$ cat config.mk
export PLATFORM = sky130hd
export DESIGN_NAME = pipeline_control_top
export DESIGN_NICKNAME = d
export VERILOG_FILES = /design/src/logic/definitions.sv /design/src/logic/store_buffer_if.sv /design/src/logic/pipeline_control_top.sv /design/src/logic/control.sv /design/src/logic/store_buffer.sv /design/src/logic/forwarding.sv /design/src/logic/decode.sv
export SDC_FILE = /design/constraint.sdc
export NUM_CORES = 1
export LEC_CHECK = 0
export BUFFER_PORTS_ARGS = -buffer_cell sky130_fd_sc_hd__buf_2
export CAP_MARGIN = 20
export CORE_MARGIN = 10
export CORE_UTILIZATION = 50
export DETAILED_ROUTE_END_ITERATION = 8
export PLACE_DENSITY = 0.71
export SYNTH_ARGS = -nofsm -noshare
export SYNTH_HDL_FRONTEND = slang
export SYNTH_SLANG_ARGS = --single-unit
export TNS_END_PERCENT = 5
$ cat constraint.sdc
create_clock -name clk_i -period 6.38 [get_ports clk_i]
set_input_delay 0.319 -clock clk_i [delete_from_list [all_inputs] [get_ports clk_i]]
set_output_delay 0.319 -clock clk_i [all_outputs]
set_load 0.05 [all_outputs]
$ cat src/logic/definitions.sv
`default_nettype none

package definitions;

	// ~~~~~~~~~~~~~~~~~~~~~~~~~~~~~~~~~~~~~~~
	// RV32I encodings
	// ~~~~~~~~~~~~~~~~~~~~~~~~~~~~~~~~~~~~~~~
	localparam logic [6:0] OPC_LUI    = 7'b0110111;
	localparam logic [6:0] OPC_AUIPC  = 7'b0010111;
	localparam logic [6:0] OPC_JAL    = 7'b1101111;
	localparam logic [6:0] OPC_JALR   = 7'b1100111;
	localparam logic [6:0] OPC_BRANCH = 7'b1100011;
	localparam logic [6:0] OPC_LOAD   = 7'b0000011;
	localparam logic [6:0] OPC_STORE  = 7'b0100011;
	localparam logic [6:0] OPC_OP_IMM = 7'b0010011;
	localparam logic [6:0] OPC_OP     = 7'b0110011;

	localparam logic [2:0] CLASS_ALU    = 3'd0;
	localparam logic [2:0] CLASS_LOAD   = 3'd1;
	localparam logic [2:0] CLASS_STORE  = 3'd2;
	localparam logic [2:0] CLASS_BRANCH = 3'd3;
	localparam logic [2:0] CLASS_JUMP   = 3'd4;

	typedef union packed {
		struct packed {
			logic [6:0] funct7;
			logic [4:0] rs2;
			logic [4:0] rs1;
			logic [2:0] funct3;
			logic [4:0] rd;
			logic [6:0] opcode;
		} r_type;
		struct packed {
			logic [11:0] imm;
			logic [4:0]  rs1;
			logic [2:0]  funct3;
			logic [4:0]  rd;
			logic [6:0]  opcode;
		} i_type;
		struct packed {
			logic [6:0] imm_hi;
			logic [4:0] rs2;
			logic [4:0] rs1;
			logic [2:0] funct3;
			logic [4:0] imm_lo;
			logic [6:0] opcode;
		} s_type;
		struct packed {
			logic       imm_12;
			logic [5:0] imm_10_5;
			logic [4:0] rs2;
			logic [4:0] rs1;
			logic [2:0] funct3;
			logic [3:0] imm_4_1;
			logic       imm_11;
			logic [6:0] opcode;
		} b_type;
	} instr_u;

	// ~~~~~~~~~~~~~~~~~~~~~~~~~~~~~~~~~~~~~~~
	// Stage summaries
	// ~~~~~~~~~~~~~~~~~~~~~~~~~~~~~~~~~~~~~~~
	typedef struct packed {
		logic   valid;
		instr_u instr;
	} pipeline_id_reg_t;

	typedef struct packed {
		logic       valid;
		logic       regfile_we;
		logic [4:0] regfile_wr_addr;
		logic       is_load;
	} pipeline_ex_reg_t;

	typedef struct packed {
		logic        valid;
		logic        regfile_we;
		logic [4:0]  regfile_wr_addr;
		logic        is_jump;
		logic        is_branch;
		logic        cmp_unit_res; // Branch taken.
		logic        is_mem_access;
		logic        dcache_wr_enable;
		logic [31:0] addr;
		logic [31:0] wdata;
	} pipeline_mem_reg_t;

	typedef struct packed {
		logic       valid;
		logic       regfile_we;
		logic [4:0] regfile_wr_addr;
	} pipeline_wb_reg_t;

	typedef enum logic [1:0] {
		FROM_NONE,
		FROM_EX,
		FROM_MEM,
		FROM_WB
	} alu_out_bypass_t;

	typedef enum logic {
		PC_4,
		ALU_OUT
	} next_pc_sel_t;

	typedef struct packed {
		logic [4:0] rs1;
		logic [4:0] rs2;
		logic [4:0] rd;
		logic       uses_rs1;
		logic       uses_rs2;
		logic [2:0] instr_class;
	} decode_out_t;

	typedef struct packed {
		alu_out_bypass_t reg1_bypass;
		alu_out_bypass_t reg2_bypass;
		next_pc_sel_t    next_pc_sel;
		logic            pc_reg_stall;
		logic            id_reg_stall;
		logic            ex_reg_stall;
		logic            mem_reg_stall;
		logic            id_reg_valid;
		logic            ex_reg_valid;
		logic            mem_reg_valid;
		logic            wb_reg_valid;
		logic            mem_use_sb_snoop_data;
	} pipeline_control_t;

	// Bit 0 is rs1, bit 1 is rs2.
	function automatic logic [1:0] src_regs_used(input logic [6:0] opcode);
		case (opcode)
			OPC_OP, OPC_STORE, OPC_BRANCH:  return 2'b11;
			OPC_OP_IMM, OPC_LOAD, OPC_JALR: return 2'b01;
			default:                        return 2'b00;
		endcase
	endfunction

	// x0 never carries a dependency.
	function automatic logic data_hazard_raw_check(
		input logic [4:0] src,
		input logic       used,
		input logic [4:0] wr_addr
	);
		return used && (wr_addr != 5'd0) && (wr_addr == src);
	endfunction

endpackage

`default_nettype wire
$ cat src/logic/store_buffer_if.sv
`default_nettype none
`timescale 1ns/100ps

interface store_buffer_if (
	input logic clk_i,
	input logic reset_i
);
	logic        put_enable;
	logic        get_enable;
	logic [31:0] snoop_addr;
	logic        full;
	logic        empty;
	logic        snoop_hit;
	logic        snoop_line_conflict;
	logic [31:0] snoop_data;

	modport ctrl (
		input  clk_i, reset_i, full, empty, snoop_hit, snoop_line_conflict,
		output put_enable, get_enable, snoop_addr
	);

	modport buffer (
		input  put_enable, get_enable, snoop_addr,
		output full, empty, snoop_hit, snoop_line_conflict, snoop_data
	);
endinterface

`default_nettype wire

$ cat src/logic/pipeline_control_top.sv
`default_nettype none
`timescale 1ns/100ps

module pipeline_control_top
	import definitions::*;
#(
	parameter int SB_DEPTH   = 4,
	parameter int LINE_BYTES = 16
) (
	input  logic              clk_i,
	input  logic              reset_i,
	input  logic              id_valid_i,
	input  logic       [31:0] id_instr_i,
	input  logic              ex_valid_i,
	input  logic              ex_regfile_we_i,
	input  logic       [4:0]  ex_wr_addr_i,
	input  logic              ex_is_load_i,
	input  logic              mem_valid_i,
	input  logic              mem_regfile_we_i,
	input  logic       [4:0]  mem_wr_addr_i,
	input  logic              mem_is_jump_i,
	input  logic              mem_is_branch_i,
	input  logic              mem_cmp_res_i,
	input  logic              mem_is_mem_access_i,
	input  logic              mem_dcache_wr_enable_i,
	input  logic       [31:0] mem_addr_i,
	input  logic       [31:0] mem_wdata_i,
	input  logic              wb_valid_i,
	input  logic              wb_regfile_we_i,
	input  logic       [4:0]  wb_wr_addr_i,
	input  logic              icache_hit_i,
	input  logic              dcache_hit_i,
	output logic       [1:0]  reg1_bypass_o,
	output logic       [1:0]  reg2_bypass_o,
	output logic              next_pc_sel_o,
	output logic              pc_stall_o,
	output logic              id_stall_o,
	output logic              ex_stall_o,
	output logic              mem_stall_o,
	output logic              id_valid_o,
	output logic              ex_valid_o,
	output logic              mem_valid_o,
	output logic              wb_valid_o,
	output logic              use_sb_data_o,
	output logic       [31:0] sb_snoop_data_o,
	output decode_out_t       decode_o,
	output logic              sb_drain_valid_o,
	output logic       [31:0] sb_drain_addr_o,
	output logic       [31:0] sb_drain_data_o
);
	pipeline_id_reg_t  id_reg;
	pipeline_ex_reg_t  ex_reg;
	pipeline_mem_reg_t mem_reg;
	pipeline_wb_reg_t  wb_reg;
	pipeline_control_t ctrl;

	store_buffer_if sb_if (
		.clk_i  (clk_i),
		.reset_i(reset_i)
	);

	assign id_reg.valid = id_valid_i;
	assign id_reg.instr = id_instr_i;

	assign ex_reg = '{
		valid:           ex_valid_i,
		regfile_we:      ex_regfile_we_i,
		regfile_wr_addr: ex_wr_addr_i,
		is_load:         ex_is_load_i
	};

	assign mem_reg = '{
		valid:            mem_valid_i,
		regfile_we:       mem_regfile_we_i,
		regfile_wr_addr:  mem_wr_addr_i,
		is_jump:          mem_is_jump_i,
		is_branch:        mem_is_branch_i,
		cmp_unit_res:     mem_cmp_res_i,
		is_mem_access:    mem_is_mem_access_i,
		dcache_wr_enable: mem_dcache_wr_enable_i,
		addr:             mem_addr_i,
		wdata:            mem_wdata_i
	};

	assign wb_reg = '{
		valid:           wb_valid_i,
		regfile_we:      wb_regfile_we_i,
		regfile_wr_addr: wb_wr_addr_i
	};

	control control_inst (
		.id_reg_i    (id_reg),
		.ex_reg_i    (ex_reg),
		.mem_reg_i   (mem_reg),
		.wb_reg_i    (wb_reg),
		.icache_hit_i(icache_hit_i),
		.dcache_hit_i(dcache_hit_i),
		.sb          (sb_if.ctrl),
		.control_o   (ctrl),
		.decode_o    (decode_o)
	);

	store_buffer #(
		.SB_DEPTH  (SB_DEPTH),
		.LINE_BYTES(LINE_BYTES)
	) store_buffer_inst (
		.clk_i        (clk_i),
		.reset_i      (reset_i),
		.sb           (sb_if.buffer),
		.put_addr_i   (mem_addr_i),
		.put_data_i   (mem_wdata_i),
		.drain_valid_o(sb_drain_valid_o),
		.drain_addr_o (sb_drain_addr_o),
		.drain_data_o (sb_drain_data_o)
	);

	assign reg1_bypass_o   = ctrl.reg1_bypass;
	assign reg2_bypass_o   = ctrl.reg2_bypass;
	assign next_pc_sel_o   = ctrl.next_pc_sel;
	assign pc_stall_o      = ctrl.pc_reg_stall;
	assign id_stall_o      = ctrl.id_reg_stall;
	assign ex_stall_o      = ctrl.ex_reg_stall;
	assign mem_stall_o     = ctrl.mem_reg_stall;
	assign id_valid_o      = ctrl.id_reg_valid;
	assign ex_valid_o      = ctrl.ex_reg_valid;
	assign mem_valid_o     = ctrl.mem_reg_valid;
	assign wb_valid_o      = ctrl.wb_reg_valid;
	assign use_sb_data_o   = ctrl.mem_use_sb_snoop_data;
	assign sb_snoop_data_o = sb_if.snoop_data;
endmodule

`default_nettype wire

$ cat src/logic/control.sv
`default_nettype none
`timescale 1ns/100ps

module control
	import definitions::*;
(
	input  pipeline_id_reg_t  id_reg_i,
	input  pipeline_ex_reg_t  ex_reg_i,
	input  pipeline_mem_reg_t mem_reg_i,
	input  pipeline_wb_reg_t  wb_reg_i,
	input  logic              icache_hit_i,
	input  logic              dcache_hit_i,
	store_buffer_if.ctrl      sb,
	output pipeline_control_t control_o,
	output decode_out_t       decode_o
);
	alu_out_bypass_t reg1_bypass;
	alu_out_bypass_t reg2_bypass;
	logic            ex_data_hazard;
	logic            data_hazard;
	logic            control_hazard;
	logic            icache_busy;
	logic            valid_mem_access;
	logic            valid_load;
	logic            valid_store;
	logic            load_miss;
	logic            load_line_conflict;
	logic            store_on_full;
	logic            mem_stall;

	decode decode_inst (
		.instr_i (id_reg_i.instr),
		.decode_o(decode_o)
	);

	forwarding forwarding_inst (
		.id_reg_i     (id_reg_i),
		.ex_reg_i     (ex_reg_i),
		.mem_reg_i    (mem_reg_i),
		.wb_reg_i     (wb_reg_i),
		.reg1_bypass_o(reg1_bypass),
		.reg2_bypass_o(reg2_bypass)
	);

	// ~~~~~~~~~~~~~~~~~~~~~~~~~~~~~~~~~~~~~~~
	// Hazards
	// ~~~~~~~~~~~~~~~~~~~~~~~~~~~~~~~~~~~~~~~
	assign ex_data_hazard = ex_reg_i.valid && ex_reg_i.regfile_we &&
		(data_hazard_raw_check(decode_o.rs1, decode_o.uses_rs1, ex_reg_i.regfile_wr_addr) ||
		 data_hazard_raw_check(decode_o.rs2, decode_o.uses_rs2, ex_reg_i.regfile_wr_addr));

	// MEM and WB always forward. Only a load in EX leaves a gap.
	assign data_hazard = ex_data_hazard && (reg1_bypass != FROM_EX) && (reg2_bypass != FROM_EX);

	assign control_hazard = mem_reg_i.valid &&
		(mem_reg_i.is_jump || (mem_reg_i.is_branch && mem_reg_i.cmp_unit_res));

	assign icache_busy = !icache_hit_i;

	// ~~~~~~~~~~~~~~~~~~~~~~~~~~~~~~~~~~~~~~~
	// Memory stage and store buffer
	// ~~~~~~~~~~~~~~~~~~~~~~~~~~~~~~~~~~~~~~~
	assign valid_mem_access   = mem_reg_i.valid && mem_reg_i.is_mem_access;
	assign valid_load         = valid_mem_access && !mem_reg_i.dcache_wr_enable;
	assign valid_store        = valid_mem_access && mem_reg_i.dcache_wr_enable;
	assign load_miss          = valid_load && !dcache_hit_i && !sb.snoop_hit;
	assign load_line_conflict = valid_load && sb.snoop_line_conflict; // Drain first.
	assign store_on_full      = valid_store && sb.full;
	assign mem_stall          = load_miss || load_line_conflict || store_on_full;

	assign sb.snoop_addr = mem_reg_i.addr;
	assign sb.put_enable = valid_store && !sb.full;
	assign sb.get_enable = (!valid_load && !sb.empty) || load_line_conflict;

	// ~~~~~~~~~~~~~~~~~~~~~~~~~~~~~~~~~~~~~~~
	// Interlock
	// ~~~~~~~~~~~~~~~~~~~~~~~~~~~~~~~~~~~~~~~
	assign control_o.reg1_bypass = reg1_bypass;
	assign control_o.reg2_bypass = reg2_bypass;
	assign control_o.next_pc_sel = control_hazard ? ALU_OUT : PC_4;

	assign control_o.pc_reg_stall  = (data_hazard && !control_hazard) || icache_busy || mem_stall;
	assign control_o.id_reg_stall  = (data_hazard && !control_hazard) || mem_stall;
	assign control_o.ex_reg_stall  = mem_stall;
	assign control_o.mem_reg_stall = mem_stall || (icache_busy && control_hazard);

	assign control_o.id_reg_valid  = !control_hazard && !icache_busy;
	assign control_o.ex_reg_valid  = id_reg_i.valid && !data_hazard && !control_hazard;
	assign control_o.mem_reg_valid = ex_reg_i.valid && !control_hazard;
	assign control_o.wb_reg_valid  = mem_reg_i.valid && !mem_stall;

	assign control_o.mem_use_sb_snoop_data = valid_load && sb.snoop_hit;

	// A blocked store frees a slot by the next edge.
	assert property (@(posedge sb.clk_i) disable iff (sb.reset_i)
		store_on_full |=> !sb.full);
	assert property (@(posedge sb.clk_i) disable iff (sb.reset_i)
		sb.get_enable |-> !sb.empty);
endmodule

`default_nettype wire

$ cat src/logic/store_buffer.sv
`default_nettype none
`timescale 1ns/100ps

module store_buffer #(
	parameter int SB_DEPTH   = 4,
	parameter int LINE_BYTES = 16
) (
	input  logic               clk_i,
	input  logic               reset_i,
	store_buffer_if.buffer     sb,
	input  logic        [31:0] put_addr_i,
	input  logic        [31:0] put_data_i,
	output logic               drain_valid_o,
	output logic        [31:0] drain_addr_o,
	output logic        [31:0] drain_data_o
);
	localparam int PTR_W    = $clog2(SB_DEPTH);
	localparam int CNT_W    = $clog2(SB_DEPTH + 1);
	localparam int LINE_LSB = $clog2(LINE_BYTES);

	logic [31:0]      addr_q [SB_DEPTH];
	logic [31:0]      data_q [SB_DEPTH];
	logic [PTR_W-1:0] head;
	logic [PTR_W-1:0] tail;
	logic [CNT_W-1:0] count;

	// ~~~~~~~~~~~~~~~~~~~~~~~~~~~~~~~~~~~~~~~
	// Queue
	// ~~~~~~~~~~~~~~~~~~~~~~~~~~~~~~~~~~~~~~~
	always_ff @(posedge clk_i) begin
		if (reset_i) begin
			head  <= '0;
			tail  <= '0;
			count <= '0;
		end else begin
			if (sb.put_enable)
				tail <= tail + 1'b1;
			if (sb.get_enable)
				head <= head + 1'b1;
			case ({sb.put_enable, sb.get_enable})
				2'b10:   count <= count + 1'b1;
				2'b01:   count <= count - 1'b1;
				default: ;
			endcase
		end
	end

	always_ff @(posedge clk_i) begin
		if (sb.put_enable) begin
			addr_q[tail] <= put_addr_i;
			data_q[tail] <= put_data_i;
		end
	end

	assign sb.full  = (count == SB_DEPTH);
	assign sb.empty = (count == '0);

	// Head leaves on the same edge the dcache takes it.
	assign drain_valid_o = sb.get_enable;
	assign drain_addr_o  = addr_q[head];
	assign drain_data_o  = data_q[head];

	// ~~~~~~~~~~~~~~~~~~~~~~~~~~~~~~~~~~~~~~~
	// Snoop
	// ~~~~~~~~~~~~~~~~~~~~~~~~~~~~~~~~~~~~~~~
	always_comb begin
		logic [PTR_W-1:0] idx;
		logic             line_match;

		sb.snoop_hit  = 1'b0;
		sb.snoop_data = '0;
		line_match    = 1'b0;
		idx           = head;

		// Oldest first, so a later match overrides with younger data.
		for (int i = 0; i < SB_DEPTH; i++) begin
			idx = head + PTR_W'(i);
			if (i < count) begin
				if (addr_q[idx][31:2] == sb.snoop_addr[31:2]) begin
					sb.snoop_hit  = 1'b1;
					sb.snoop_data = data_q[idx];
				end
				if (addr_q[idx][31:LINE_LSB] == sb.snoop_addr[31:LINE_LSB])
					line_match = 1'b1;
			end
		end

		sb.snoop_line_conflict = line_match && !sb.snoop_hit;
	end

	assert property (@(posedge clk_i) disable iff (reset_i) count <= SB_DEPTH);
	assert property (@(posedge clk_i) disable iff (reset_i) !(sb.put_enable && sb.full));
endmodule

`default_nettype wire

$ cat src/logic/forwarding.sv
`default_nettype none
`timescale 1ns/100ps

module forwarding
	import definitions::*;
(
	input  pipeline_id_reg_t  id_reg_i,
	input  pipeline_ex_reg_t  ex_reg_i,
	input  pipeline_mem_reg_t mem_reg_i,
	input  pipeline_wb_reg_t  wb_reg_i,
	output alu_out_bypass_t   reg1_bypass_o,
	output alu_out_bypass_t   reg2_bypass_o
);
	logic [4:0] rs1;
	logic [4:0] rs2;
	logic [1:0] used;
	logic       ex_fwd_ok;
	logic       mem_fwd_ok;
	logic       wb_fwd_ok;
	logic [1:0] ex_hit;  // Bit 0 rs1, bit 1 rs2.
	logic [1:0] mem_hit;
	logic [1:0] wb_hit;

	function automatic alu_out_bypass_t pick(input logic ex, input logic mem, input logic wb);
		if (ex)
			return FROM_EX;
		if (mem)
			return FROM_MEM;
		if (wb)
			return FROM_WB;
		return FROM_NONE;
	endfunction

	assign rs1  = id_reg_i.instr.i_type.rs1;
	assign rs2  = id_reg_i.instr.s_type.rs2;
	assign used = src_regs_used(id_reg_i.instr.r_type.opcode);

	// Load data is not ready until MEM.
	assign ex_fwd_ok  = ex_reg_i.valid && ex_reg_i.regfile_we && !ex_reg_i.is_load;
	assign mem_fwd_ok = mem_reg_i.valid && mem_reg_i.regfile_we;
	assign wb_fwd_ok  = wb_reg_i.valid && wb_reg_i.regfile_we;

	assign ex_hit[0]  = ex_fwd_ok && data_hazard_raw_check(rs1, used[0], ex_reg_i.regfile_wr_addr);
	assign ex_hit[1]  = ex_fwd_ok && data_hazard_raw_check(rs2, used[1], ex_reg_i.regfile_wr_addr);
	assign mem_hit[0] = mem_fwd_ok &&
		data_hazard_raw_check(rs1, used[0], mem_reg_i.regfile_wr_addr);
	assign mem_hit[1] = mem_fwd_ok &&
		data_hazard_raw_check(rs2, used[1], mem_reg_i.regfile_wr_addr);
	assign wb_hit[0]  = wb_fwd_ok && data_hazard_raw_check(rs1, used[0], wb_reg_i.regfile_wr_addr);
	assign wb_hit[1]  = wb_fwd_ok && data_hazard_raw_check(rs2, used[1], wb_reg_i.regfile_wr_addr);

	assign reg1_bypass_o = pick(ex_hit[0], mem_hit[0], wb_hit[0]); // Youngest wins.
	assign reg2_bypass_o = pick(ex_hit[1], mem_hit[1], wb_hit[1]);
endmodule

`default_nettype wire

$ cat src/logic/decode.sv
`default_nettype none
`timescale 1ns/100ps

module decode
	import definitions::*;
(
	input  instr_u      instr_i,
	output decode_out_t decode_o
);
	logic [6:0] opcode;

	assign opcode = instr_i.r_type.opcode; // Same place in every format.

	always_comb begin
		decode_o = '0;
		{decode_o.uses_rs2, decode_o.uses_rs1} = src_regs_used(opcode);
		decode_o.instr_class = CLASS_ALU;

		case (opcode)
			OPC_OP: begin
				decode_o.rs1 = instr_i.r_type.rs1;
				decode_o.rs2 = instr_i.r_type.rs2;
				decode_o.rd  = instr_i.r_type.rd;
			end
			OPC_OP_IMM, OPC_LOAD, OPC_JALR: begin
				decode_o.rs1 = instr_i.i_type.rs1;
				decode_o.rd  = instr_i.i_type.rd;
				if (opcode == OPC_LOAD)
					decode_o.instr_class = CLASS_LOAD;
				else if (opcode == OPC_JALR)
					decode_o.instr_class = CLASS_JUMP;
			end
			OPC_STORE: begin
				decode_o.rs1 = instr_i.s_type.rs1;
				decode_o.rs2 = instr_i.s_type.rs2;
				decode_o.instr_class = CLASS_STORE;
			end
			OPC_BRANCH: begin
				decode_o.rs1 = instr_i.b_type.rs1;
				decode_o.rs2 = instr_i.b_type.rs2;
				decode_o.instr_class = CLASS_BRANCH;
			end
			OPC_JAL: begin
				decode_o.rd = instr_i.i_type.rd; // J-type keeps rd here too.
				decode_o.instr_class = CLASS_JUMP;
			end
			OPC_LUI, OPC_AUIPC:
				decode_o.rd = instr_i.i_type.rd;
			default: ;
		endcase
	end
endmodule

`default_nettype wire

# Word-level counts from Yosys, hierarchy flattened
# Memories as Yosys holds them, arrays and structs flattened. A register that Yosys moved wholly into a read port is not among the register bits.
# Index checks and enable logic that the tools add are counted.
[op_classes]
addsub = 6
n_mul = 0
div_mod_pow = 0
magnitude_cmp = 4
eq_ne = 30
shift = 0
n_mux = 63
bitwise = 0
n_reduce_logical = 76
[op_table]
columns = ["op", "count"]
rows = [
  ["$mux 32", 8],
  ["$eq 30x30->1", 4],
  ["$eq 28x28->1", 4],
  ["$logic_and 1x1->1", 47],
  ["$eq 5x5->1", 8],
  ["$mux 2", 16],
  ["$mux 1", 31],
  ["$eq 7x6->1 const B", 3],
  ["$eq 7x7->1 const B", 3],
  ["$mux 5", 3],
  ["$reduce_bool 5->1", 3],
  ["$eq 7x5->1 const B", 2],
  ["$pmux 3 s4", 1],
  ["$logic_not 1->1", 11],
  ["$logic_or 1x1->1", 9],
  ["$eq 7x2->1 const B", 1],
  ["$reduce_or 7->1", 1],
  ["$lt 1x3->1 const A", 2],
  ["$lt 2x3->1 const A", 2],
  ["$mux 3", 2],
  ["$pmux 3 s2", 1],
  ["$reduce_or 3->1", 2],
  ["$reduce_or 6->1", 1],
  ["$add 2x1->2 const B", 2],
  ["other kinds (10)", 12],
]
[word_totals]
regBits = 7
latch_bits = 0
mem_bits_rw = 256
rom_bits = 0
out_inout_bits = 131
wordCells = 184
mem_count = 2
[mem_list]
columns = ["name", "depth", "word_bits", "read_ports", "rd_ports_with_merged_regs", "write_ports", "line", "rtl"]
rows = [
  ["store_buffer_inst.addr_q", 4, 32, 4, 1, 1, "store_buffer.sv:21", "logic [31:0] addr_q [SB_DEPTH];"],
  ["store_buffer_inst.data_q", 4, 32, 4, 1, 1, "store_buffer.sv:22", "logic [31:0] data_q [SB_DEPTH];"],
]

# Depth between registers and ports, before layout
# Gate-level depths: netlist (run 1).
[logic_depth]
word_depth = 19
ltp_mapped = 15
depth_no_buf = 13

# Cells and area by module
# Synthesis (run 1) repeated with hierarchy kept, for this count alone.
[hier_totals]
cells_unflattened = 1360
area_unflattened_um2 = 18191.2
[by_module_without_submodules]
columns = ["module", "n_inst", "cells_each", "area_per_inst_um2", "seq_area_each_um2"]
rows = [
  ["store_buffer", 1, 1191, 16905.0, 7867.5],
  ["control", 1, 75, 544.3, 0.0],
  ["forwarding", 1, 63, 491.7, 0.0],
  ["decode", 1, 31, 250.2, 0.0],
]

# Worst setup path after synthesis (run 1)
# Ideal clock, no wire load.
[synth_timing]
kind = "flip-flop to output port"
startpoint = "reg with a tool-made name"
endpoint = "out sb_snoop_data_o[10]"
arrival_ns = 3.850
required_ns = 6.061
path_slack_ns = 2.211
stages_incl_launch_ff = 14
path_buffers = 4
path_cell_list = "dfxtp_1 clkbuf_1 clkbuf_1 mux4_2 xnor2_1 nand4_1 nor4_1 and3_1 clkbuf_1 clkbuf_1 nand2_1 mux2i_1 mux2i_1 mux2i_1"
[synth_rtl]
columns = ["element", "line", "rtl"]
rows = [
  ["to (decl)", "pipeline_control_top.sv:45", "output logic [31:0] sb_snoop_data_o,"],
]

# Worst setup path after layout (run 1)
[layout_timing]
startpoint = "reg store_buffer_inst.head[0]"
endpoint = "out wb_valid_o"
[layout_between]
elab_chain_len = 16
[layout_rtl]
columns = ["element", "line", "rtl"]
rows = [
  ["from (decl)", "store_buffer.sv:23", "logic [PTR_W-1:0] head;"],
  ["from (signal assigned)", "store_buffer.sv:39", "head <= head + 1'b1;"],
  ["$add 2x1->2", "store_buffer.sv:77", "idx = head + PTR_W'(i);"],
  ["$mem_v2 4x32 (*)", "n/a", ""],
  ["$eq 30x30->1", "store_buffer.sv:79", "if (addr_q[idx][31:2] == sb.snoop_addr[31:2]) begin"],
  ["$mux 1", "store_buffer.sv:79", ""],
  ["$mux 1", "store_buffer.sv:78", "if (i < count) begin"],
  ["$mux 1", "store_buffer.sv:79", ""],
  ["$mux 1", "store_buffer.sv:78", ""],
  ["$mux 1", "store_buffer.sv:79", ""],
  ["$mux 1", "store_buffer.sv:78", ""],
  ["$logic_not 1->1", "control.sv:66, store_buffer.sv:88", ""],
  ["$logic_and 1x1->1", "store_buffer.sv:88", "sb.snoop_line_conflict = line_match && !sb.snoop_hit;"],
  ["$logic_and 1x1->1", "control.sv:67", "assign load_line_conflict = valid_load && sb.snoop_line_conflict;"],
  ["$logic_or 1x1->1 (*) (2 in a row)", "control.sv:69", "assign mem_stall = load_miss || load_line_conflict || store_on_full;"],
  ["$logic_not 1->1 (*)", "control.sv:90", "assign control_o.wb_reg_valid = mem_reg_i.valid && !mem_stall;"],
  ["$logic_and 1x1->1 (*)", "control.sv:90", ""],
  ["to (decl)", "pipeline_control_top.sv:43", "output logic wb_valid_o,"],
]
# Every way passes the cells marked *; elsewhere a longest branch is shown, timed or not.

==> results of run 1 <==
==> timing repair <==
| action | 4_1_cts | 5_1_grt |
|---|---|---|
| gates resized for setup | 0 | 0 |
| hold endpoints to repair | 136 | 0 |
| hold buffers | 34 | 0 |
| setup endpoints to repair | 0 | 0 |
==> state kept, by name, indices dropped and copies added, names as in the netlist, named ones only <==
name,count
store_buffer_inst.count,3
store_buffer_inst.data_q,128
store_buffer_inst.head,2
store_buffer_inst.addr_q,128
store_buffer_inst.tail,2
==> worst paths after layout <==
check	end	slack, ns	depth (start not counted)
worst max register to register	store_buffer_inst.count[2]	1.21	13
worst min-delay path	store_buffer_inst.tail[0]	0.09	2
worst max-delay path	wb_valid_o	0.73	12
worst min register to register	store_buffer_inst.tail[1]	0.57	2
==> worst reg2reg max path, cell delays in order, from the launching register on <==
cell	delay, ns
dfxtp_4	0.84
buf_4	0.50
mux4_2	0.59
xnor2_1	0.24
nand4_1	0.15
nor4_1	0.86
nand3_2	0.13
buf_4	0.39
o41ai_1	0.21
a2111o_1	0.23
nand2_1	0.09
ha_1	0.37
or3_1	0.37
a21oi_1	0.14
==> per-layer routing <==
metal  GRT usage [%]  part of all wire (%)  vias up
met5               0                     0        -
met4            4.78                   1.8        0
met3            4.28                   8.0       50
met2            35.4                    49      454
met1            26.8                    41     5985
li1                -                     -     5347
==> through the flow <==
step,worst slack (ns),total power [W],instances,area (um2)
finish,0.730,0.00730,1958,20100
floorplan,2.21,0.00488,1251,17200
detailed placement,1.35,0.00556,1869,18700
CTS,0.686,0.00734,1953,20100
global route,0.407,0.00765,1954,20100
global placement,1.39,0.00553,1869,18700
==> placed cells by master (no fill, tap or decap), types with 19 or more instances in the layout <==
cell type,Yosys,layout
a21oi_1,39,39
and2_1,23,19
buf_2,25,248
buf_4,5,21
clkbuf_16,0,29
dlygate4sd3_1,0,34
edfxtp_1,256,256
mux2_2,33,33
mux2i_1,173,173
mux4_2,151,151
nand2_1,88,88
nor2_1,48,48
o21ai_0,38,38
xnor2_1,133,133
xor2_1,29,29
==> kinds of logic (layout without fill, tap and decap cells) <==
group                    count (synthesis)  count (layout)  share of synthesized area, %
flip-flops                             265             265                          45.8
adder cells (fa/ha/maj)                  9               9                         0.656
other                                    0               4                             0
multiplexers                           359             359                          32.3
XOR/XNOR                               162             162                          8.26
buffers and inverters                  110             365                          2.83
AO/OA/AOI/OAI                           98              98                          3.25
AND/OR/NAND/NOR                        248             248                          6.96
==> cell type report <==
class / count / area, um2 / area share [%]
antenna: 4 / 10.0 / 0.0498
clock buffer: 33 / 741 / 3.68
clock inverter: 17 / 258 / 1.28
inverter: 11 / 41.3 / 0.205
multi-input combinational: 876 / 8850 / 44.0
sequential: 265 / 7880 / 39.2
tap: 448 / 561 / 2.79
timing repair buffer: 304 / 1770 / 8.78
==> power by group through the flow <==
stage,clock [W],combinational (W),sequential (W)
2_1_floorplan,0,0.00286,0.00202
3_3_place_gp,0,0.00331,0.00222
3_5_place_dp,0,0.00334,0.00222
4_1_cts,0.00177,0.00338,0.00218
5_1_grt,0.00186,0.00358,0.00220
6_report,0.00175,0.00337,0.00218
==> results by group, run 1 <==
Status
  – Outcome: complete, no violations

Critical path
  – Crit-path slowest cell: nor4_1
  – Crit path kind: reg2out
  – CP max FO: 45
  – Crit path cell chain: buf_4 -> mux4_2 -> xnor2_1 -> nand4_1 -> nor4_1 -> nand3_2 -> buf_4 -> o41ai_1 -> or2_2 -> o32a_1 -> and2_1 -> buf_2
  – Startpoint types: flip-flop
  – Buffers plus inverters on the worst setup path: 3
  – WP data arrival: 5.33 ns
  – Slowest stage delay, CP: 0.86 ns
  – Crit-path leading delay family: simple AND/OR/NAND/NOR gates
  – Worst setup EP type: primary output
  – FF-to-FF Start: store_buffer_inst.head[0]
  – Top cell by count, worst path: buf_4
  – CP startpoint: store_buffer_inst.head[0]
  – Data required, critical path: 6.06 ns

Routing
  – Vias: 11,800
  – WL per Instance: 23.3 um
  – DR DRC count: 0
  – Starting DRT DRC Count: 857
  – Routed wire length: 45.6 mm
  – First drt pass iteration count: 8
  – Via/cell ratio: 6.04
  – Routed Antenna Nets: 0

Cells and area
  – Fillers: 2,657
  – Area grow syn2layout: 17.1%
  – Final net count: 1,623
  – Layout cell share with drive strength beyond 1: 33.9%
  – Utilization after layout: 59.7%

Pwr
  – Switch share: 38.5%
  – Clk pwr share: 24.0%
  – PwrDens: 363 mW/mm2
  – Sequential Power Share: 29.9%
  – Net Sw Power: 0.00281 W
  – Comb pwr share: 46.2%
  – VDD IR max: 241 uV
  – Pleak: 7.22 nW
  – Internal power: 0.00449 W

Place
  – Final GP Congestion: 0.862
  – DPL Wire Length: 30.8 mm
  – Port bufs: 248

Floorplanning
  – Die Ht: 205 um
  – Die outline width: 205 um
  – Row cnt: 67
  – Die area: 0.0422 mm2
  – Initial Util: 51.0%
  – I/O pin count: 259
  – Core Region: 0.0337 mm2

GRT
  – First-pass GRT wire length: 69.2 mm
  – GRT overflow: 0
  – Initial antenna violation count: 3
  – Gr usage total: 20.8%
  – Largest net degree at the start of global routing: 127
  – Vias in the first global route: 12,000

Synthesis
  – Synth cell types: 50
  – Synth warnings: 0
  – Dominant cell type by area after synthesis: edfxtp_1
  – Ys flop type: edfxtp_1
  – Post-synth EDFFs: 256
  – Async set-reset flop share out of synthesis: 0%
  – Most frequent cells after synthesis: edfxtp_1 (256), mux2i_1 (173), mux4_2 (151)
  – Mapped Nets: 1,388
  – Synth top area share: 44.7%
  – Post-synthesis register bit count: 265
  – Synthesized area per cell: 13.7 um2
  – Cells after Synth: 1,251
  – Mapped Area: 0.0172 mm2
  – Most common cell in the netlist: edfxtp_1
  – Sequential-to-total area share from yosys stat: 45.8%
  – Area contributors post-synth: edfxtp_1 (45%), mux4_2 (20%), mux2i_1 (10%)

STA
  – Max Slew Vio Count: 0
  – Worst clock skew: 0.0138 ns
  – Post-layout minimum cycle time: 5.65 ns
  – Final Hold Fails: 0
  – Final setup fails: 0
  – Unrepaired setup endpoints after global routing: false
  – Fin crit share: 88.6%
  – Measured slew at the worst slew-check pin: 1.01 ns
  – Setup TNS: 0 ns
  – Min Hold Slack: 0.0863 ns
  – Fmax: 0.177 GHz
  – Rel. slew slack: 32.6%

Clock network
  – Root Buffer Master: clkbuf_16
  – Max clock buf depth: 3
  – CTS tree: built
  – CTS sink count: 265
  – Worst-path clk slew: 0.06 ns
  – Num CTS Buffers: 28
  – Post CTS Setup Buffer Count: 0
  – CTS H-tree depth: 1
  – Worst skew pair latency: 0.54 ns

Min path
  – Hold Startpoint: reset_i
  – Min-delay worst type: in2reg

Run
  – Max Cap Viol: 0
Power figures use the tool's default switching activity.
==> run 2: changes to the inputs <==
--- a/config.mk
+++ b/config.mk
@@ -10,8 +10,9 @@
 export CORE_MARGIN = 10
 export CORE_UTILIZATION = 50
 export DETAILED_ROUTE_END_ITERATION = 8
-export PLACE_DENSITY = 0.71
+export PLACE_DENSITY_LB_ADDON = 0.3
 export SYNTH_ARGS = -nofsm -noshare
 export SYNTH_HDL_FRONTEND = slang
+export SYNTH_HIERARCHICAL = 1
 export SYNTH_SLANG_ARGS = --single-unit
 export TNS_END_PERCENT = 5
==> results by group, run 2 <==
Clock network
  – Max clock buf depth: 3 (unchanged)
  – Hold buffer count at cts: 34 (unchanged)
  – Root Buffer Master: clkbuf_16
  – Post-CTS Resized: 0 (unchanged)
  – CTS H-tree depth: 1 (unchanged)
  – CTS sink count: 265 (unchanged)
  – Worst-path clk slew: 0.06 ns (about the same)
  – CTS tree: built
  – Worst skew pair latency: 0.55 ns (about the same)
  – Num CTS Buffers: 29 (+3.6%)
  – Post CTS Setup Buffer Count: 0 (unchanged)

GRT
  – First-pass GRT wire length: 80.6 mm (+16%)
  – Gr usage total: 23.1% (+2.4 points)
  – GRT overflow: 0 (unchanged)
  – Initial antenna violation count: 3 (unchanged)
  – Vias in the first global route: 13,400 (+12%)
  – Largest net degree at the start of global routing: 91 (-28%)

Pwr
  – Clk pwr share: 22.9% (-1.1 points)
  – VDD IR max: 331 uV (+37%)
  – Pleak: 6.79 nW (-6.0%)
  – Net Sw Power: 0.00281 W (about the same)
  – Internal power: 0.00424 W (-5.6%)
  – PwrDens: 342 mW/mm2 (-5.8%)
  – Comb pwr share: 45.9% (-0.3 points)
  – Switch share: 39.9% (+1.4 points)
  – Total power: 0.00705 W (-3.4%)
  – Sequential Power Share: 31.2% (+1.3 points)

STA
  – Worst clock skew: 0.0154 ns (+0.00158 ns)
  – Setup TNS: 0 ns (unchanged)
  – Final Hold Fails: 0 (unchanged)
  – Fin crit share: 86.4% (-2.2 points)
  – Fmax: 0.181 GHz (+2.5%)
  – Post-layout minimum cycle time: 5.51 ns (-0.140 ns)
  – Measured slew at the worst slew-check pin: 0.925 ns (-0.0862 ns)
  – Max Slew Vio Count: 0 (unchanged)
  – Final setup fails: 0 (unchanged)
  – Rel. slew slack: 38.1% (+5.5 points)
  – Unrepaired setup endpoints after global routing: false

Routing
  – Via/cell ratio: 6.53 (+7.9%)
  – WL per Instance: 26.0 um (+12%)
  – Vias: 13,200 (+12%)
  – Starting DRT DRC Count: 1,438 (+68%)
  – Routed Antenna Nets: 0 (unchanged)
  – Routed wire length: 52.6 mm (+15%)
  – First drt pass iteration count: 5 (-3)
  – DR DRC count: 0 (unchanged)

Min path
  – Hold Startpoint: reset_i
  – WHS Endpoint: store_buffer_inst/head[0]
  – Min-delay worst type: in2reg
  – Hold depth: 2 (unchanged)

Cells and area
  – Layout cell share with drive strength beyond 1: 35.0% (+1.1 points)
  – Commonest non-fill, non-tap cells in the layout: edfxtp_1 (256), buf_2 (248), mux4_2 (163)
  – Utilization after layout: 57.7% (-2.0 points)
  – Finished Cell Area: 0.0206 mm2 (+2.5%)
  – N_diodes: 0 (-4)
  – Area grow syn2layout: 13.4%
  – Most common cell after layout, fill and taps aside: edfxtp_1
  – Final net count: 1,680 (+3.5%)
  – Largest regs: store_buffer_inst/addr_q: 128 flops, store_buffer_inst/data_q: 128 flops, store_buffer_inst/count: 3 flops

Synthesis
  – Synth warnings: 6 (+6)
  – Synthesized area per cell: 13.4 um2 (-2.5%)
  – Mapped Nets: 1,495 (+7.7%)
  – Cells after Synth: 1,358 (+8.6%)
  – Mapped Area: 0.0182 mm2 (+5.8%)

Place
  – Dpl cell area: 0.0194 mm2 (+3.4%)
  – Final GP Congestion: 0.854 (-1.0%)
  – DPL Wire Length: 34.6 mm (+12%)
  – Port bufs: 248 (unchanged)

Floorplanning
  – Die outline width: 211 um (+2.6%)
  – Initial Util: 50.9% (-0.12 points)
  – Core Region: 0.0357 mm2 (+6.1%)
  – Die area: 0.0444 mm2 (+5.2%)
  – I/O pin count: 259 (unchanged)
  – Row cnt: 69 (+3.0%)
  – Die Ht: 211 um (+2.6%)

Critical path
  – Worst setup EP type: primary output
  – Setup slack, reg-to-reg: 1.42 ns (+0.21 ns)
  – Cells on worst reg2reg path: 12 (-1)
  – Startpoint types: flip-flop
  – CP max FO: 39 (-13%)
  – FF-to-FF End: store_buffer_inst/count[2]
  – WP data arrival: 5.19 ns (-0.14 ns)
  – Data required, critical path: 6.06 ns (about the same)
  – Crit path kind: reg2out
  – FF-to-FF Start: store_buffer_inst/head[1]

Status
  – Outcome: complete, no violations

Run
  – Max Cap Viol: 0 (unchanged)
## run 2: cell count changes in the layout (fill, tap and decap cells not counted), sizes merged, moves of 21 or more
cell	before	now
nor3	13	42
o211ai	1	36
a311oi	0	32
mux2i	173	72
a211oi	2	34
nand2	88	50
xor2	29	50
## run 2: layer usage
metal  GRT usage (%)  wire length [um]  vias up  share of wire [%]
li1                -                 -     5782                  -
met1            30.4             20900     6647                 40
met2            38.2             25600      662                 49
met3            4.54              4790      117                9.1
met4            6.97              1260        6                2.4
met5               0                45        -              0.086
## run 2: layout make-up
cell class / instances / area (um2)
Fill cell: 2835 / 15100
Multi-Input combinational cell: 929 / 9430
Sequential cell: 265 / 7880
Timing Repair Buffer: 306 / 1770
Clock buffer: 34 / 744
Tap cell: 461 / 577
Clock inverter: 18 / 163
Inverter: 12 / 45.0
## run 2: how the worst max path moves through the flow
stage,startpoint,end,slack (ns),depth (start not counted)
after CTS,store_buffer_inst/head[1],wb_valid_o,0.83,12
after floorplan,flip-flop,sb_snoop_data_o[10],1.98,10
after global routing,store_buffer_inst/head[1],wb_valid_o,0.60,12
after global placement,flip-flop,wb_valid_o,1.49,9
final,flip-flop,wb_valid_o,0.87,9
after detailed placement,flip-flop,wb_valid_o,1.44,9
## run 2: worst max-delay path, stage by stage (launching register included)
cell	delay (ns)
dfxtp_4	0.93
mux4_2	0.62
xnor2_1	0.24
nand4_1	0.28
or4_4	0.60
nor2_8	0.55
and4b_1	0.31
o311ai_1	0.60
and2_1	0.21
buf_2	0.26
## run 2: power groups by stage
stage	Sequential, W	Clock (W)	Combinational [W]
final	0.00220	0.00161	0.00324
after global routing	0.00223	0.00172	0.00343
after CTS	0.00221	0.00164	0.00324
after detailed placement	0.00224	0	0.00320
after global placement	0.00224	0	0.00318
after floorplan	0.00202	0	0.00277
## run 2: stage by stage
step                setup WS, ns  hold slack (ns)  std cells
finish                     0.870           0.0419       2025
global route               0.600           0.0542       2025
CTS                        0.833           0.0281       2025
detailed placement          1.44            0.534       1939
global placement            1.49            0.530       1939
floorplan                   1.98            0.418       1358
==> run 3: changes to the inputs <==
--- a/config.mk
+++ b/config.mk
@@ -5,6 +5,7 @@
 export SDC_FILE = /design/constraint.sdc
 export NUM_CORES = 1
 export LEC_CHECK = 0
+export ABC_AREA = 1
 export BUFFER_PORTS_ARGS = -buffer_cell sky130_fd_sc_hd__buf_2
 export CAP_MARGIN = 20
 export CORE_MARGIN = 10
==> results by group, run 3 <==
Clock network
  – Worst skew pair latency: 0.57 ns (+0.02 ns)
  – Root Buffer Master: clkbuf_16
  – Worst-path clk slew: 0.06 ns (about the same)
  – CTS H-tree depth: 1 (unchanged)
  – CTS tree: built
  – Num CTS Buffers: 28 (-3.4%)
  – Max clock buf depth: 3 (unchanged)
  – CTS sink count: 265 (unchanged)

Routing
  – Vias: 21,200 (+60%)
  – DR DRC count: 0 (unchanged)
  – Starting DRT DRC Count: 2,291 (+59%)
  – Routed wire length: 70.7 mm (+35%)
  – Via/cell ratio: 5.87 (-10%)
  – First drt pass iteration count: 7 (+2)
  – Routed Antenna Nets: 0 (unchanged)
  – WL per Instance: 19.6 um (-25%)

Place
  – DPL Wire Length: 45.3 mm (+31%)
  – Port bufs: 248 (unchanged)
  – Final GP Congestion: 0.933 (+9.3%)
  – Cells after DPL: 3,523 (+82%)

Floorplanning
  – Die outline width: 219 um (+4.0%)
  – Die area: 0.0480 mm2 (+8.1%)
  – Die Ht: 219 um (+4.0%)
  – Initial Util: 50.9% (about the same)
  – I/O pin count: 259 (unchanged)
  – Core Region: 0.0389 mm2 (+8.9%)
  – Row cnt: 72 (+4.3%)

Min path
  – Min-delay worst type: in2reg
  – Hold Startpoint: mem_wdata_i[3]

Pwr
  – Net Sw Power: 0.00434 W (+54%)
  – VDD IR max: 325 uV (-1.9%)
  – Sequential Power Share: 24.2% (-7.0 points)
  – Switch share: 51.4% (+12 points)
  – Pleak: 10.6 nW (+56%)
  – Comb pwr share: 56.1% (+10 points)
  – PwrDens: 379 mW/mm2 (+11%)
  – Clk pwr share: 19.7% (-3.2 points)
  – Internal power: 0.00410 W (-3.2%)

Cells and area
  – Fin cells: 3,612 (+78%)
  – Largest regs: store_buffer_inst/addr_q: 128 flops, store_buffer_inst/data_q: 128 flops, store_buffer_inst/count: 3 flops
  – Area grow syn2layout: 12.4%
  – Commonest non-fill, non-tap cells in the layout: nand2_1 (1,139), inv_1 (266), edfxtp_1 (256)
  – Layout cell share with drive strength beyond 1: 13.4% (-22 points)
  – Final net count: 3,206 (+91%)
  – Most common cell after layout, fill and taps aside: nand2_1

STA
  – Worst clock skew: 0.0187 ns (+0.00329 ns)
  – Setup TNS: 0 ns (unchanged)
  – Rel. slew slack: 23.1% (-15 points)
  – Final Hold Fails: 0 (unchanged)
  – Post-layout minimum cycle time: 5.77 ns (+0.258 ns)
  – Unrepaired setup endpoints after global routing: false
  – Max Slew Vio Count: 0 (unchanged)
  – Fmax: 0.173 GHz (-4.5%)
  – Measured slew at the worst slew-check pin: 1.15 ns (+0.225 ns)
  – Final setup fails: 0 (unchanged)
  – Fin crit share: 90.4% (+4.1 points)

GRT
  – Largest net degree at the start of global routing: 76 (-16%)
  – First-pass GRT wire length: 108 mm (+35%)
  – GRT overflow: 0 (unchanged)
  – Initial antenna violation count: 6 (+3)
  – Gr usage total: 28.2% (+5.0 points)
  – Vias in the first global route: 20,000 (+49%)

Critical path
  – Data required, critical path: 6.06 ns (about the same)
  – CP max FO: 48 (+23%)
  – CP startpoint: store_buffer_inst/head[0]
  – WP data arrival: 5.45 ns (+0.26 ns)
  – Startpoint types: flip-flop
  – Worst setup EP type: primary output
  – FF-to-FF Start: store_buffer_inst/head[0]
  – Crit path kind: reg2out

Synthesis
  – Mapped Nets: 3,042 (+100%)
  – Mapped Area: 0.0198 mm2 (+9.0%)
  – Synth warnings: 6 (unchanged)
  – Synthesized area per cell: 6.82 um2 (-49%)
  – Cells after Synth: 2,905 (+110%)

Status
  – Outcome: complete, no violations

Run
  – Max Cap Viol: 0 (unchanged)
## run 3: changes by cell type in the layout (fill, tap and decap cells not counted), sizes merged, moves of 36 or more
cell   before   now
inv        12   295
nor3       42     5
a21oi      36   101
mux2i      72     1
o21ai      41   249
xnor2     116    10
mux4      163     0
nand2      50  1150
nand3      38   259
nor2       48   213
o22ai       2    38
## run 3: final cells by class
type | count | area (um2)
sequential | 265 | 7880
timing repair buffer | 319 | 1860
fill | 3600 | 16700
inverter | 298 | 1130
antenna | 5 | 12.5
clock buffer | 34 | 733
clock inverter | 16 | 186
tap | 518 | 648
multi-input combinational | 2157 | 9820
## run 3: final timing paths
kind	endpoint	slack [ns]	cells past startpoint
worst min-delay path	store_buffer_inst/data_q[1][3]	0.02	1
worst min register to register	store_buffer_inst/tail[1]	0.57	2
worst max-delay path	wb_valid_o	0.61	21
worst max register to register	store_buffer_inst/count[2]	1.17	22
## run 3: power groups by stage
| stage | combinational, W | sequential [W] | clock [W] |
|---|---|---|---|
| 5_1_grt | 0.00511 | 0.00205 | 0.00175 |
| 2_1_floorplan | 0.00346 | 0.00203 | 0 |
| 3_5_place_dp | 0.00456 | 0.00208 | 0 |
| 6_report | 0.00473 | 0.00204 | 0.00166 |
| 3_3_place_gp | 0.00447 | 0.00207 | 0 |
| 4_1_cts | 0.00461 | 0.00204 | 0.00167 |
## run 3: timing repair
item | 4_1_cts | 5_1_grt
gates resized for setup | 0 | 0
hold endpoints to repair | 135 | 0
hold buffers | 34 | 0
buffers inserted | 0 | 0
## run 3: worst max-delay path, cell delays in order (launching register included)
cell and delay (ns):
dfxtp_4 0.51, inv_4 0.31, buf_4 0.54, buf_4 0.59
nand2_1 0.10, nand2_1 0.10, nand2_1 0.07, nand2_1 0.10
xor2_1 0.14, nand2_1 0.06, nor2_1 0.12, nand2_1 0.08
nor2_1 0.26, nand3_2 0.49, nand3_1 0.43, nor2_1 0.09
inv_1 0.08, nor2_1 0.07, nor3_4 0.26, inv_2 0.07
nor2_1 0.08, buf_2 0.27
## run 3: layer usage
metal	vias to the layer above	GRT usage [%]	routed length [um]
met5	-	0	45
met4	6	13.3	3010
met3	285	5.41	8650
met2	1437	45.2	32100
met1	9680	36.1	27000
li1	9787	-	-
## run 3: per-stage QoR
step / utilization, % / cell area (um2) / hold slack, ns / setup slack, ns / power, W
2_1_floorplan: - / 19800 / 0.391 / 3.02 / 0.00549
3_3_place_gp: 53.9 / 21000 / 0.511 / 1.50 / 0.00654
3_5_place_dp: 53.9 / 21000 / 0.534 / 1.35 / 0.00664
4_1_cts: 57.2 / 22300 / 0.00321 / 0.737 / 0.00832
5_1_grt: 57.2 / 22300 / 0.00816 / 0.270 / 0.00891
6_report: 57.2 / 22300 / 0.0171 / 0.612 / 0.00844
